**config.mk**
```make
export PLATFORM = sky130hd
export DESIGN_NAME = flow_monitor
export DESIGN_NICKNAME = d
export VERILOG_FILES = /design/src/common/rxbuf_pkg.sv /design/src/verilog/flow_monitor.sv
export SDC_FILE = /design/constraint.sdc
export NUM_CORES = 1
export LEC_CHECK = 0
export ABC_AREA = 0
export BUFFER_PORTS_ARGS = -buffer_cell sky130_fd_sc_hd__buf_2
export CAP_MARGIN = 20
export CORE_MARGIN = 5
export CORE_UTILIZATION = 39
export CTS_BUF_LIST = sky130_fd_sc_hd__clkbuf_8 sky130_fd_sc_hd__clkbuf_16
export DETAILED_ROUTE_END_ITERATION = 6
export GPL_TIMING_DRIVEN = 0
export PLACE_DENSITY = 0.84
export SLEW_MARGIN = 20
export SYNTH_ARGS = -nofsm -noshare
export SYNTH_HDL_FRONTEND = slang
export SYNTH_SLANG_ARGS = --single-unit
```
**constraint.sdc**
```tcl
create_clock -name clk -period 1.6 [get_ports clk]
set_input_delay 0.16 -clock clk [delete_from_list [all_inputs] [get_ports clk]]
set_output_delay 0.16 -clock clk [all_outputs]
set_load 0.05 [all_outputs]
```
**src/common/rxbuf_pkg.sv**
```systemverilog
/*
 * rxbuf shared types
 * status, configuration and error bundles passed between the FIFO,
 * the flow monitor and the register block, plus register map constants
 */

package rxbuf_pkg;

   // FIFO state as seen by the monitor and the register block
   typedef struct packed {
      logic        full;
      logic        empty;
      logic [15:0] space;
      logic [15:0] occupied;
   } fifo_status_t;

   // pause thresholds, compared against free space
   typedef struct packed {
      logic [15:0] xoff_level;
      logic [15:0] xon_level;
   } flow_cfg_t;

   // sticky misuse flags on the data side
   typedef struct packed {
      logic overflow;
      logic underflow;
   } err_flags_t;

   // register addresses
   localparam logic [1:0] REG_CTRL   = 2'd0;
   localparam logic [1:0] REG_XOFF   = 2'd1;
   localparam logic [1:0] REG_XON    = 2'd2;
   localparam logic [1:0] REG_STATUS = 2'd3;

   // control word bits, each one produces a single cycle pulse
   localparam int CTRL_CLEAR_BIT  = 0;
   localparam int CTRL_ERRCLR_BIT = 1;

endpackage

```
**src/verilog/flow_monitor.sv**
```systemverilog
/*
 * flow_monitor
 * drives the link pause level with hysteresis on FIFO free space and
 * latches sticky overflow and underflow flags
 */

`timescale 1ns/1ps

module flow_monitor
(
   input  logic                    clk,
   input  logic                    rst,
   input  logic                    err_clear,
   input  logic                    write,
   input  logic                    read,
   input  rxbuf_pkg::fifo_status_t status,
   input  rxbuf_pkg::flow_cfg_t    cfg,
   output logic                    pause,
   output rxbuf_pkg::err_flags_t   errors
);

   // pause (XOFF) when space drops below xoff, release (XON) once
   // space recovers to xon, hold in between
   always_ff @(posedge clk)
   begin
      if (rst)
      begin
         pause <= 1'b0;
      end
      else if (status.space < cfg.xoff_level)
      begin
         pause <= 1'b1;
      end
      else if (status.space >= cfg.xon_level)
      begin
         pause <= 1'b0;
      end
   end

   // sticky misuse flags, cleared only from the control register
   always_ff @(posedge clk)
   begin
      if (rst || err_clear)
      begin
         errors.overflow  <= 1'b0;
         errors.underflow <= 1'b0;
      end
      else
      begin
         if (write && status.full)
         begin
            errors.overflow <= 1'b1;
         end
         if (read && status.empty)
         begin
            errors.underflow <= 1'b1;
         end
      end
   end

endmodule

```
After elaboration in Yosys (flattened, before gate mapping)
Cells that the tools add are included.
{"block": "totals", "ff_bits": 3, "latch_bits": 0, "ramBits": 0, "rom_bits": 0, "in_bits": 71, "word_cells": 11, "memories": 0}
{"block": "classes", "n_addsub": 0, "multipliers": 0, "div_mod_pow": 0, "order_cmp": 2, "eq_ne": 0, "shifts": 0, "muxes": 2, "n_bitwise": 0, "n_reduce_logical": 4}
{"operator": ">= comparator 16 bit", "n": 1}
{"operator": "less-than comparator 16 bit", "n": 1}
{"operator": "logical AND 1 bit", "n": 2}
{"operator": "2-to-1 mux 1 bit", "n": 2}
{"operator": "nonzero test 2 bit", "n": 1}
{"operator": "logical OR 1 bit", "n": 1}

Logic depth before layout (Yosys ltp)
{"block": "depth", "depth_word": 3, "depth_mapped": 7}

Worst setup path before layout
No wires, ideal clock.
{"block": "synth_timing", "path_kind": "input port to flip-flop", "startpoint": "input port cfg[29] (netlist bit)", "endpoint": "register pause", "setup_ns": 0.124, "arrival_ns": 1.193, "t_required_ns": 1.476, "setup_slack_ns": 0.283, "path_stages": 7, "path_buffers": 0, "cell_sequence": "inv_1 -> ha_1 -> nand4_2 -> nor3_4 -> o211ai_1 -> a21oi_2 -> o22ai_2"}
{"block": "synth_between", "elab_chain_cells": 2, "elab_cells_between_ends": 3, "classes_between": "order compare: 1; mux: 1; reduce/logical: 1"}
{"item": "start, declared", "line": "flow_monitor.sv:17", "text": "input rxbuf_pkg::flow_cfg_t cfg,"}
{"item": "less-than comparator 16 bit (*)", "line": "flow_monitor.sv:30", "text": "else if (status.space < cfg.xoff_level)"}
{"item": "2-to-1 mux 1 bit or nonzero test 2 bit (tied branches)"}
{"item": "end signal, assigned", "line": "flow_monitor.sv:28", "text": "pause <= 1'b0;"}
{"item": "end signal, assigned", "line": "flow_monitor.sv:32", "text": "pause <= 1'b1;"}
{"item": "end signal, assigned", "line": "flow_monitor.sv:36", "text": "pause <= 1'b0;"}
{"item": "end, declared", "line": "flow_monitor.sv:18", "text": "output logic pause,"}
Mark *: on every way between the ends. The rest lies on a longest branch, timed or not.
A chain may end at the register's enable or synchronous reset.

Worst setup path after layout
{"block": "layout_timing", "startpoint": "input port status[29] (netlist bit)", "endpoint": "register pause"}
{"block": "layout_between", "elab_chain_cells": 2, "elab_cells_between_ends": 4, "classes_between": "order compare: 2; mux: 1; reduce/logical: 1"}
{"item": "start, declared", "line": "flow_monitor.sv:16", "text": "input rxbuf_pkg::fifo_status_t status,"}
{"item": "less-than comparator 16 bit or >= comparator 16 bit (tied branches)", "line": "flow_monitor.sv:30, flow_monitor.sv:34"}
{"item": "2-to-1 mux 1 bit or nonzero test 2 bit (tied branches)"}
Parallel ways exist; a longest one is shown, timed or not.

==> results.ini <==
[logic_synthesis]
synth_top_area_share=0.428
ys_types=28
yosys_warnings=0
synth_area_sq_um=906
yosysTopAreaCell=ha_1
synth_nets=213
async_flop_share=0
synth_cells=111
synthFlopType=dfxtp_1
seq_area_frac_synth=0.0663
synth_edf_count=0
syn-mean-instance-area_sq_um=8.16
ys_ff_latch=3
synth_area_leaders=ha_1 (43%), inv_1 (13%), dfxtp_1 (6.6%)

[power]
peakVddDrop_mv=0.448
total_power_mw=0.583
p_switching_mw=0.201
leakage_nw=0.796
p_sw_frac=0.345
power_density_nw_per_um2=459
internal-power_mw=0.382
seq_power_share=0.142
combPwrFrac=0.495
p_clk_frac=0.363

[routing]
viasPerCell=4.85
dr.pass1.iters=4
drc=0
drtIter0Drc=38
vias=969
drtAntennaViolNets=0
detail_route.wl_per_cell_um=12.0
drt-total-wl_mm=2.39

[timing]
fin_skew_ns=0
slew_violations=0
min_period_ns=1.35
finalWorstSetupSlack_ns=0.250
fin_tns_setup_ns=0
slew_headroom=0.788
setup_viol_count_final=0
rsz0062_at_grt=false
finalHoldViolations=0
timing.final.crit_share=0.844
worst_pin_slew_ns=0.316
clock.fmax_mhz=740

[place]
place_congestion=0.766
io_buffers=57
dp.final_hpwl_mm=2.24
pre_cts_ws_ns=0.0153

[cts]
clk_path_buf_depth=2
cts_buffers=3
post-cts-setup-buffer-count=0
htree_levels=1
clk_latency_ns=0.21
clock_sinks=3
cts_tree=done
clkSlewWorstSetupHoldPaths_ns=0.03
cts_resized=0
clockRootBuffer=clkbuf_8
postCtsHoldBufs=0

[setup_path]
endpoint_kind=register
path_delay_family=simple AND/OR/NAND/NOR gates
critPathSlowestCell=ha_1
worst-path-stages=7
critPathBufInv=1
regToRegSetupSlack_ns=0.62
slowest_delay_ns=0.33
timing.rr.end=pause
reg2regPathDepth=3
worst_setup_path_start_kind=input pin
worstPathCellList=buf_2, ha_1, nand4_2, nor3_4, o211ai_1, a21oi_2, o22ai_2
crit_type=input pin to register
cp-startpoint=status[29]
cp-endpoint=pause
cp.required_ns=1.69
worst-path-max-fanout=2
cp.arrival_ns=1.44
r2r-start=pause

[floorplan]
design.core.area_sq_um=2210
die_h_um=58.2
dieArea_sq_um=3390
initial_utilization=0.410
row_count=17
num_io_pins=74
die_w_um=58.2

[layout]
fin_nets=275
drive_gt1_frac=0.401
diodes=0
seqCellArea_sq_um=60.1
area_growth_pct=40.3
fillers=203
multi_input_area_sq_um=729

[flow_run]
max_cap_violations=0

[global_routing]
grt_pass1_wl_mm=4.44
first_global_vias=1133
grt-ovfl-total=0
grt_max_degree=5
grt_usage=0.162
antenna_found_initial=0

[hold_path]
hold_path_class=input pin to register

[status]
status=finished, final reports clean

## per-layer routing
metal  track usage  vias up  share of wire
met5             0        -              0
met4        0.0430        0         0.0050
met3        0.0290        2          0.064
met2         0.326       31           0.56
met1         0.168      426           0.37
li1              -      510              -
## registers in the layout (all words and copies together), names as in the netlist
name and flops:
errors 2, pause 1
## kinds of logic (layout without fill, tap and decap cells)
family / count (synthesis) / count (layout) / share of synthesized area
adder cells (fa/ha/maj): 31 / 31 / 0.428
buffers and inverters: 31 / 92 / 0.128
AO/OA/AOI/OAI: 27 / 27 / 0.231
AND/OR/NAND/NOR: 19 / 19 / 0.146
flip-flops: 3 / 3 / 0.0663
## how the worst min path moves through the flow
stage / start / to / slack, ns / cells after the start
6_report: err_clear / errors[0] / 0.13 / 2
5_1_grt: err_clear / errors[0] / 0.14 / 2
4_1_cts: err_clear / errors[0] / 0.13 / 2
3_5_place_dp: err_clear / errors[1] / 0.35 / 2
3_3_place_gp: err_clear / errors[1] / 0.35 / 2
2_1_floorplan: rst / errors[0] / 0.24 / 1
## stage by stage
stage          std cells  instance area, sq um  hold slack, ns   util
6_report             200                  1270           0.131  0.575
5_1_grt              200                  1270           0.142  0.575
4_1_cts              200                  1270           0.130  0.575
3_5_place_dp         196                  1230           0.350  0.554
3_3_place_gp         196                  1230           0.346  0.554
2_1_floorplan        111                   906           0.237      -
## power by group through the flow
stage	registers, mW	logic [mW]	clock network, mW
2_1_floorplan	0.103	0.156	0
3_3_place_gp	0.0836	0.273	0
3_5_place_dp	0.0837	0.292	0
4_1_cts	0.0830	0.294	0.215
5_1_grt	0.0841	0.338	0.231
6_report	0.0830	0.289	0.212
## layout make-up
type,instances,share of cell area
multi-input cells,77,0.574
well taps,28,0.0276
inverters,31,0.0915
clock buffers,3,0.0325
repair buffers,57,0.224
clock inverters,1,0.00295
flip-flops and latches,3,0.0472
## synth_stat cells (all sizes together), types with 2 or more instances
| library cell | number |
|---|---|
| a211oi | 5 |
| inv | 31 |
| a21oi | 7 |
| a21o | 2 |
| nand4 | 3 |
| dfxtp | 3 |
| nor4b | 2 |
| o211ai | 2 |
| nor3 | 3 |
| o21ai | 6 |
| nor2 | 3 |
| ha | 31 |
| nand2 | 6 |
## layout by cell type, fill, tap and decap left out, drive strengths merged, types with 2 or more instances in the layout
cell	n
a211oi	5
a21o	2
a21oi	7
buf	57
clkbuf	3
dfxtp	3
ha	31
inv	32
nand2	6
nand4	3
nor2	3
nor3	3
nor4b	2
o211ai	2
o21ai	6
Power figures use the tool's default switching activity.
