### config.mk
export PLATFORM = sky130hd
export DESIGN_NAME = rxbuf_regs
export DESIGN_NICKNAME = d
export VERILOG_FILES = /design/src/common/rxbuf_pkg.sv /design/src/verilog/rxbuf_regs.sv
export SDC_FILE = /design/constraint.sdc
export NUM_CORES = 1
export LEC_CHECK = 0
export BUFFER_PORTS_ARGS = -buffer_cell sky130_fd_sc_hd__buf_2
export CAP_MARGIN = 25
export CORE_UTILIZATION = 49
export CTS_CLUSTER_DIAMETER = 50
export DETAILED_ROUTE_END_ITERATION = 7
export PLACE_DENSITY_LB_ADDON = 0.2
export SYNTH_ARGS = -nofsm -noshare
export SYNTH_HDL_FRONTEND = slang
export SYNTH_SLANG_ARGS = --single-unit
### constraint.sdc
create_clock -name clk -period 3.2 [get_ports clk]
set_input_delay 0.48 -clock clk [delete_from_list [all_inputs] [get_ports clk]]
set_output_delay 0.48 -clock clk [all_outputs]
set_load 0.1 [all_outputs]
### src/common/rxbuf_pkg.sv
/*
 * rxbuf shared types
 * status, configuration and error bundles passed between the FIFO,
 * the flow monitor and the register block, plus register map constants
 */

package rxbuf_pkg;

   // FIFO state as seen by the monitor and the register block
   typedef struct packed {
      logic        full;
      logic        empty;
      logic [15:0] space;
      logic [15:0] occupied;
   } fifo_status_t;

   // pause thresholds, compared against free space
   typedef struct packed {
      logic [15:0] xoff_level;
      logic [15:0] xon_level;
   } flow_cfg_t;

   // sticky misuse flags on the data side
   typedef struct packed {
      logic overflow;
      logic underflow;
   } err_flags_t;

   // register addresses
   localparam logic [1:0] REG_CTRL   = 2'd0;
   localparam logic [1:0] REG_XOFF   = 2'd1;
   localparam logic [1:0] REG_XON    = 2'd2;
   localparam logic [1:0] REG_STATUS = 2'd3;

   // control word bits, each one produces a single cycle pulse
   localparam int CTRL_CLEAR_BIT  = 0;
   localparam int CTRL_ERRCLR_BIT = 1;

endpackage

### src/verilog/rxbuf_regs.sv
/*
 * rxbuf_regs
 * strobe driven register block with the pause levels, control pulses
 * and a registered status readback
 */

`timescale 1ns/1ps

module rxbuf_regs
(
   input  logic                    clk,
   input  logic                    rst,
   input  logic                    reg_wr,
   input  logic                    reg_rd,
   input  logic [1:0]              reg_addr,
   input  logic [15:0]             reg_wdata,
   output logic [15:0]             reg_rdata,
   input  logic                    pause,
   input  rxbuf_pkg::fifo_status_t status,
   input  rxbuf_pkg::err_flags_t   errors,
   output rxbuf_pkg::flow_cfg_t    cfg,
   output logic                    fifo_clear,
   output logic                    err_clear
);

   localparam logic [15:0] XOFF_RESET = 16'd16;
   localparam logic [15:0] XON_RESET  = 16'd32;

   logic        ctrl_wr;
   logic [15:0] status_word;

   assign ctrl_wr = reg_wr && (reg_addr == rxbuf_pkg::REG_CTRL);

   // level registers
   always_ff @(posedge clk)
   begin
      if (rst)
      begin
         cfg.xoff_level <= XOFF_RESET;
         cfg.xon_level  <= XON_RESET;
      end
      else if (reg_wr)
      begin
         if (reg_addr == rxbuf_pkg::REG_XOFF)
         begin
            cfg.xoff_level <= reg_wdata;
         end
         if (reg_addr == rxbuf_pkg::REG_XON)
         begin
            cfg.xon_level <= reg_wdata;
         end
      end
   end

   // control bits are pulses, never stored
   always_ff @(posedge clk)
   begin
      if (rst)
      begin
         fifo_clear <= 1'b0;
         err_clear  <= 1'b0;
      end
      else
      begin
         fifo_clear <= ctrl_wr && reg_wdata[rxbuf_pkg::CTRL_CLEAR_BIT];
         err_clear  <= ctrl_wr && reg_wdata[rxbuf_pkg::CTRL_ERRCLR_BIT];
      end
   end

   // status word, bit 0 upward: pause, overflow, underflow, full, empty
   assign status_word = {11'd0,
                         status.empty,
                         status.full,
                         errors.underflow,
                         errors.overflow,
                         pause};

   // readback, data valid the cycle after the strobe
   always_ff @(posedge clk)
   begin
      if (reg_rd)
      begin
         case (reg_addr)
            rxbuf_pkg::REG_CTRL:   reg_rdata <= status.occupied;
            rxbuf_pkg::REG_XOFF:   reg_rdata <= cfg.xoff_level;
            rxbuf_pkg::REG_XON:    reg_rdata <= cfg.xon_level;
            rxbuf_pkg::REG_STATUS: reg_rdata <= status_word;
            default:               reg_rdata <= status_word;
         endcase
      end
   end

endmodule

== After elaboration in Yosys (flattened, before gate mapping) ==
Cells that the tools add are included.

* Bits in latches: 0
* Input bits: 59
* Bits in writable memories: 0
* Memories: 0
* Output and inout port bits: 50
* Logic and storage cells: 15
* Memory bits (read-only): 0
* Register bits: 50

* Eq/ne operators: 3
* $add $sub $neg: 0
* Divide/modulo/power cells: 0
* Mux-type cells: 1
* Multiply operators: 0
* Reduce and logical (&&, ||, !) cells: 6
* Bitwise operators: 0
* Order comparisons: 0
* Shifts and indexed selects: 0

{| class="wikitable"
|+ Operator list
! operator !! count
|-
| $pmux W16 S4 || 1
|-
| $eq A2 B2 Y1 const B || 2
|-
| $reduce_and A2 Y1 || 2
|-
| $logic_and A1 B1 Y1 || 3
|-
| $eq A2 B1 Y1 const B || 1
|-
| $logic_not A2 Y1 || 1
|}

== Logic depth before layout (Yosys ltp) ==
* Depth in word-level cells: 3
* Gate-level depth with buffers: 4
* Gate-level depth less buffers: 2

== Worst setup path before layout ==
No wires, ideal clock.

* Kind: flip-flop to flip-flop
* From: register cfg[16] (netlist name)
* To: register reg_rdata[0] (data pin)
* Stages on the path, launching flop included: 2
* Period minus slack after synthesis: 1.475 ns
* Setup slack: 1.725 ns
* Library setup time: 0.134 ns
* Arrival time: 1.341 ns
* Data required time: 3.066 ns
* Path buffers: 0
* Cell sequence: dfxtp_1 -> mux4_2

* Longest elaborated chain between the ends: 1

{| class="wikitable"
|+ RTL lines
! element !! RTL line !! RTL
|-
| start, declared || rxbuf_regs.sv:21 || <nowiki>output rxbuf_pkg::flow_cfg_t cfg,</nowiki>
|-
| $pmux W16 S4 || rxbuf_regs.sv:83 || <nowiki>case (reg_addr)</nowiki>
|-
| end signal, assigned || rxbuf_regs.sv:84 || <nowiki>rxbuf_pkg::REG_CTRL: reg_rdata <= status.occupied;</nowiki>
|-
| end signal, assigned || rxbuf_regs.sv:85 || <nowiki>rxbuf_pkg::REG_XOFF: reg_rdata <= cfg.xoff_level;</nowiki>
|-
| end signal, assigned || rxbuf_regs.sv:86 || <nowiki>rxbuf_pkg::REG_XON: reg_rdata <= cfg.xon_level;</nowiki>
|-
| end, declared || rxbuf_regs.sv:17 || <nowiki>output logic [15:0] reg_rdata,</nowiki>
|}

No other way between the ends.
A chain may end at the register's enable or synchronous reset.

== Final worst setup path ==
* From: input port reg_addr[0]
* To: register reg_rdata[9] (data pin)

* Longest elaborated chain between the ends: 2
* Elaborated cells between the ends (all ways): 5
* Classes of those cells: eq/ne (3); mux (1); reduce/logical (1)

{| class="wikitable"
|+ RTL lines
! element !! RTL line !! RTL
|-
| start, declared || rxbuf_regs.sv:15 || <nowiki>input logic [1:0] reg_addr,</nowiki>
|-
| $eq A2 B2 Y1, or another cell as far along || rxbuf_regs.sv:83 ||
|-
| $pmux W16 S4 (*) || rxbuf_regs.sv:83 ||
|}

Mark *: on every way between the ends. The rest lies on a longest branch, timed or not.

==> implementation parameters <==
Parameter                              Value

Floorplanning
  Starting Density    51.50%
  Placeable Area    0.004414 mm^2
  DIE HEIGHT    70.12 um
  Die boundary width    70.12 um
  Die footprint    0.004916 mm^2
  Site row count    24
  Count of boundary I/O pins    109

Drt
  Wirelength per Cell    14.75 um
  Remaining antenna violation count    0
  Via-to-Cell Ratio    5.129
  First DRT Iteration DRCs    59
  Number of iterations in the first detailed-routing pass    4
  Wirelength, routed    4705 um
  Vias post-DR    1636
  DRC violations left    0

STA
  Worst clock skew on the final layout    0.01273 ns
  Setup repair after global routing missed its margin    no
  Final hold violations    0
  Worst relative slew slack    40.58%
  Crit path time final    1.725 ns
  Setup Viol. Count Final    0
  Maximum frequency from static timing analysis    579.8 MHz
  Max-slew violations    0
  Post-route fraction of the period consumed by the critical path    53.89%
  Worst hold slack    0.3897 ns
  Slew at the pin closest to its max-slew limit    0.8895 ns
  Post-route setup TNS    0 ns

Hold path
  Startpoint of the lowest-slack hold path    reg_wdata[0]
  Hold/Removal Path Class    in -> reg

Yosys
  Number of nets in the synthesized netlist    239
  Synth cell types    18
  Warnings, synthesis    0
  Average footprint of a synthesized cell    12.63 um^2
  Synth Cell Area    0.002273 mm^2
  Flops & latches, synth    50
  Post-synthesis sequential area ratio    51.07%
  Post-synthesis cell count    180

CTS
  Post-CTS Resized    0
  Post-CTS setup buffer count    0
  Clk sink count    50
  CTS tree    done
  Inserted Clock Buffers    5
  Clock root buffer    clkbuf_8
  Deepest level of the CTS H-tree    2
  Maximum clock insertion buffer count    2
  Number of hold buffers added after CTS    0
  Clock transition at the registers of the reported paths    0.10 ns
  Clock latency reported for the late side of the worst-skew pair    0.30 ns

Layout
  Non-filler instance count after layout    319
  Synth-to-Final Area Change    23.61%
  Area used by sequential logic in the layout    0.001161 mm^2
  Commonest non-fill, non-tap cells in the layout    92 x buf_2, 46 x nand2b_1, 43 x mux2i_1
  Area of the multi-input gates    0.001020 mm^2
  Antenna diodes    0
  Leading cell type in the layout, fill and taps excluded    buf_2
  Fraction of the core area covered by cells at the end of the flow    63.66%
  Ratio of cells with drive above 1 in the final layout    40.45%
  Net total in the final layout    325
  Total of fill cells in the finished design    371

Outcome
  Outcome    finished, final reports clean

Critical path
  Critical-path maximum fanout    22
  Origin of the worst setup path    reg_addr[0]
  Critical Path End Type    register
  Crit Path Category    in -> reg
  Critical-path top delay cell    nor2b_1
  Data arrival time of the critical path    1.87 ns
  Critical Path RT    3.35 ns
  Worst r2r src    cfg[16]$_SDFFE_PP0P_
  Ordered list of cells on the worst path    buf_2 -> nor2b_1 -> o2bb2ai_1
  Critical Path Source Type    primary input
  Delay contributed by the slowest stage of the critical path    0.78 ns

Placement
  Number of cells after detailed placement    311
  Port Buffers    92
  Global placement routability congestion    0.7245
  Post-detailed-placement half-perimeter wirelength    3249 um

Global route
  Initial antenna violation count    0
  Maximum number of pins on one net before global-route repair    52
  Total global-route track usage    19.54%
  Remaining global-route overflow    0
  Via count of the first global-routing pass    1561
  Global-route wire length before repair    7534 um

Pwr
  Worst-case vdd ir drop    298.1 uV
  Areal power density over the cells    517.7 mW/mm^2
  LEAKAGE    1.324 nW

Run
  Max Cap Violations    0
-- layout make-up --
cell class                      instances  area share [%]
Clock inverter                          2          0.3562
Multi-Input combinational cell        117           36.29
Clock buffer                            6           3.339
Timing Repair Buffer                   92           16.38
Tap cell                               52           2.315
Sequential cell                        50           41.32
-- worst max-delay path: cells and delay by family --
family,cells,cell delay (ns)
compound gates,1,0.19
simple gates,1,0.78
buf+inv,1,0.42
-- cell families after synthesis --
family	after synthesis	synth area share (%)
AND/OR/NAND/NOR	58	16.73
flip-flops	50	51.07
multiplexers	48	23.89
buffers and inverters	13	4.073
AO/OA/AOI/OAI	11	4.238
-- synthesized netlist by cell type --
| cell | instances | share of area, % |
|---|---|---|
| and2_1 | 2 | 0.55 |
| and3b_1 | 1 | 0.39 |
| and3b_2 | 1 | 0.44 |
| buf_2 | 2 | 0.44 |
| buf_4 | 1 | 0.33 |
| buf_6 | 5 | 2.5 |
| clkbuf_1 | 5 | 0.83 |
| dfxtp_1 | 34 | 30 |
| edfxtp_1 | 16 | 21 |
| mux2i_1 | 43 | 19 |
| mux4_2 | 5 | 5.0 |
| nand2b_1 | 46 | 13 |
| nand3b_2 | 1 | 0.50 |
| nand3b_4 | 1 | 0.88 |
| nor2_1 | 4 | 0.66 |
| nor2b_1 | 1 | 0.28 |
| nor4b_1 | 1 | 0.39 |
| o2bb2ai_1 | 11 | 4.2 |
-- stage by stage --
stage / power [mW] / instance area, um^2 / setup slack, ns
after floorplan: 1.003 / 2273 / 1.725
after global placement: 1.066 / 2706 / 1.142
after detailed placement: 1.069 / 2706 / 1.141
after CTS: 1.462 / 2810 / 1.451
after global routing: 1.505 / 2810 / 1.354
final: 1.455 / 2810 / 1.475
-- per-layer routing --
layer  share of wire [%]  wire length, um  vias up  GRT usage, %
met1                  44             2075      764         24.58
met4                 1.5               71        0         5.556
met2                  49             2283       58         33.01
met5                   0                0        -             0
met3                 5.8              273        8         5.195
li1                    -                -      806             -
-- report_power, final --
| part | internal [mW] | switching [mW] |
|---|---|---|
| sequential | 0.685 | 0.0134 |
| combinational | 0.0806 | 0.273 |
| clock | 0.199 | 0.204 |
-- registers in the layout, indices dropped and copies added (netlist names) --
register	cells
reg_rdata	16
fifo_clear	1
err_clear	1
cfg	32
-- path summary, 6_finish.rpt --
path	slack (ns)	cells past startpoint	end
setup / recovery	1.48	3	reg_rdata[9]$_DFFE_PP_
hold / removal	0.39	2	fifo_clear$_SDFF_PP0_
setup reg to reg	2.15	1	reg_rdata[0]$_DFFE_PP_
hold reg to reg	0.49	2	cfg[19]$_SDFFE_PP0P_
(Power assumes the default switching activity.)
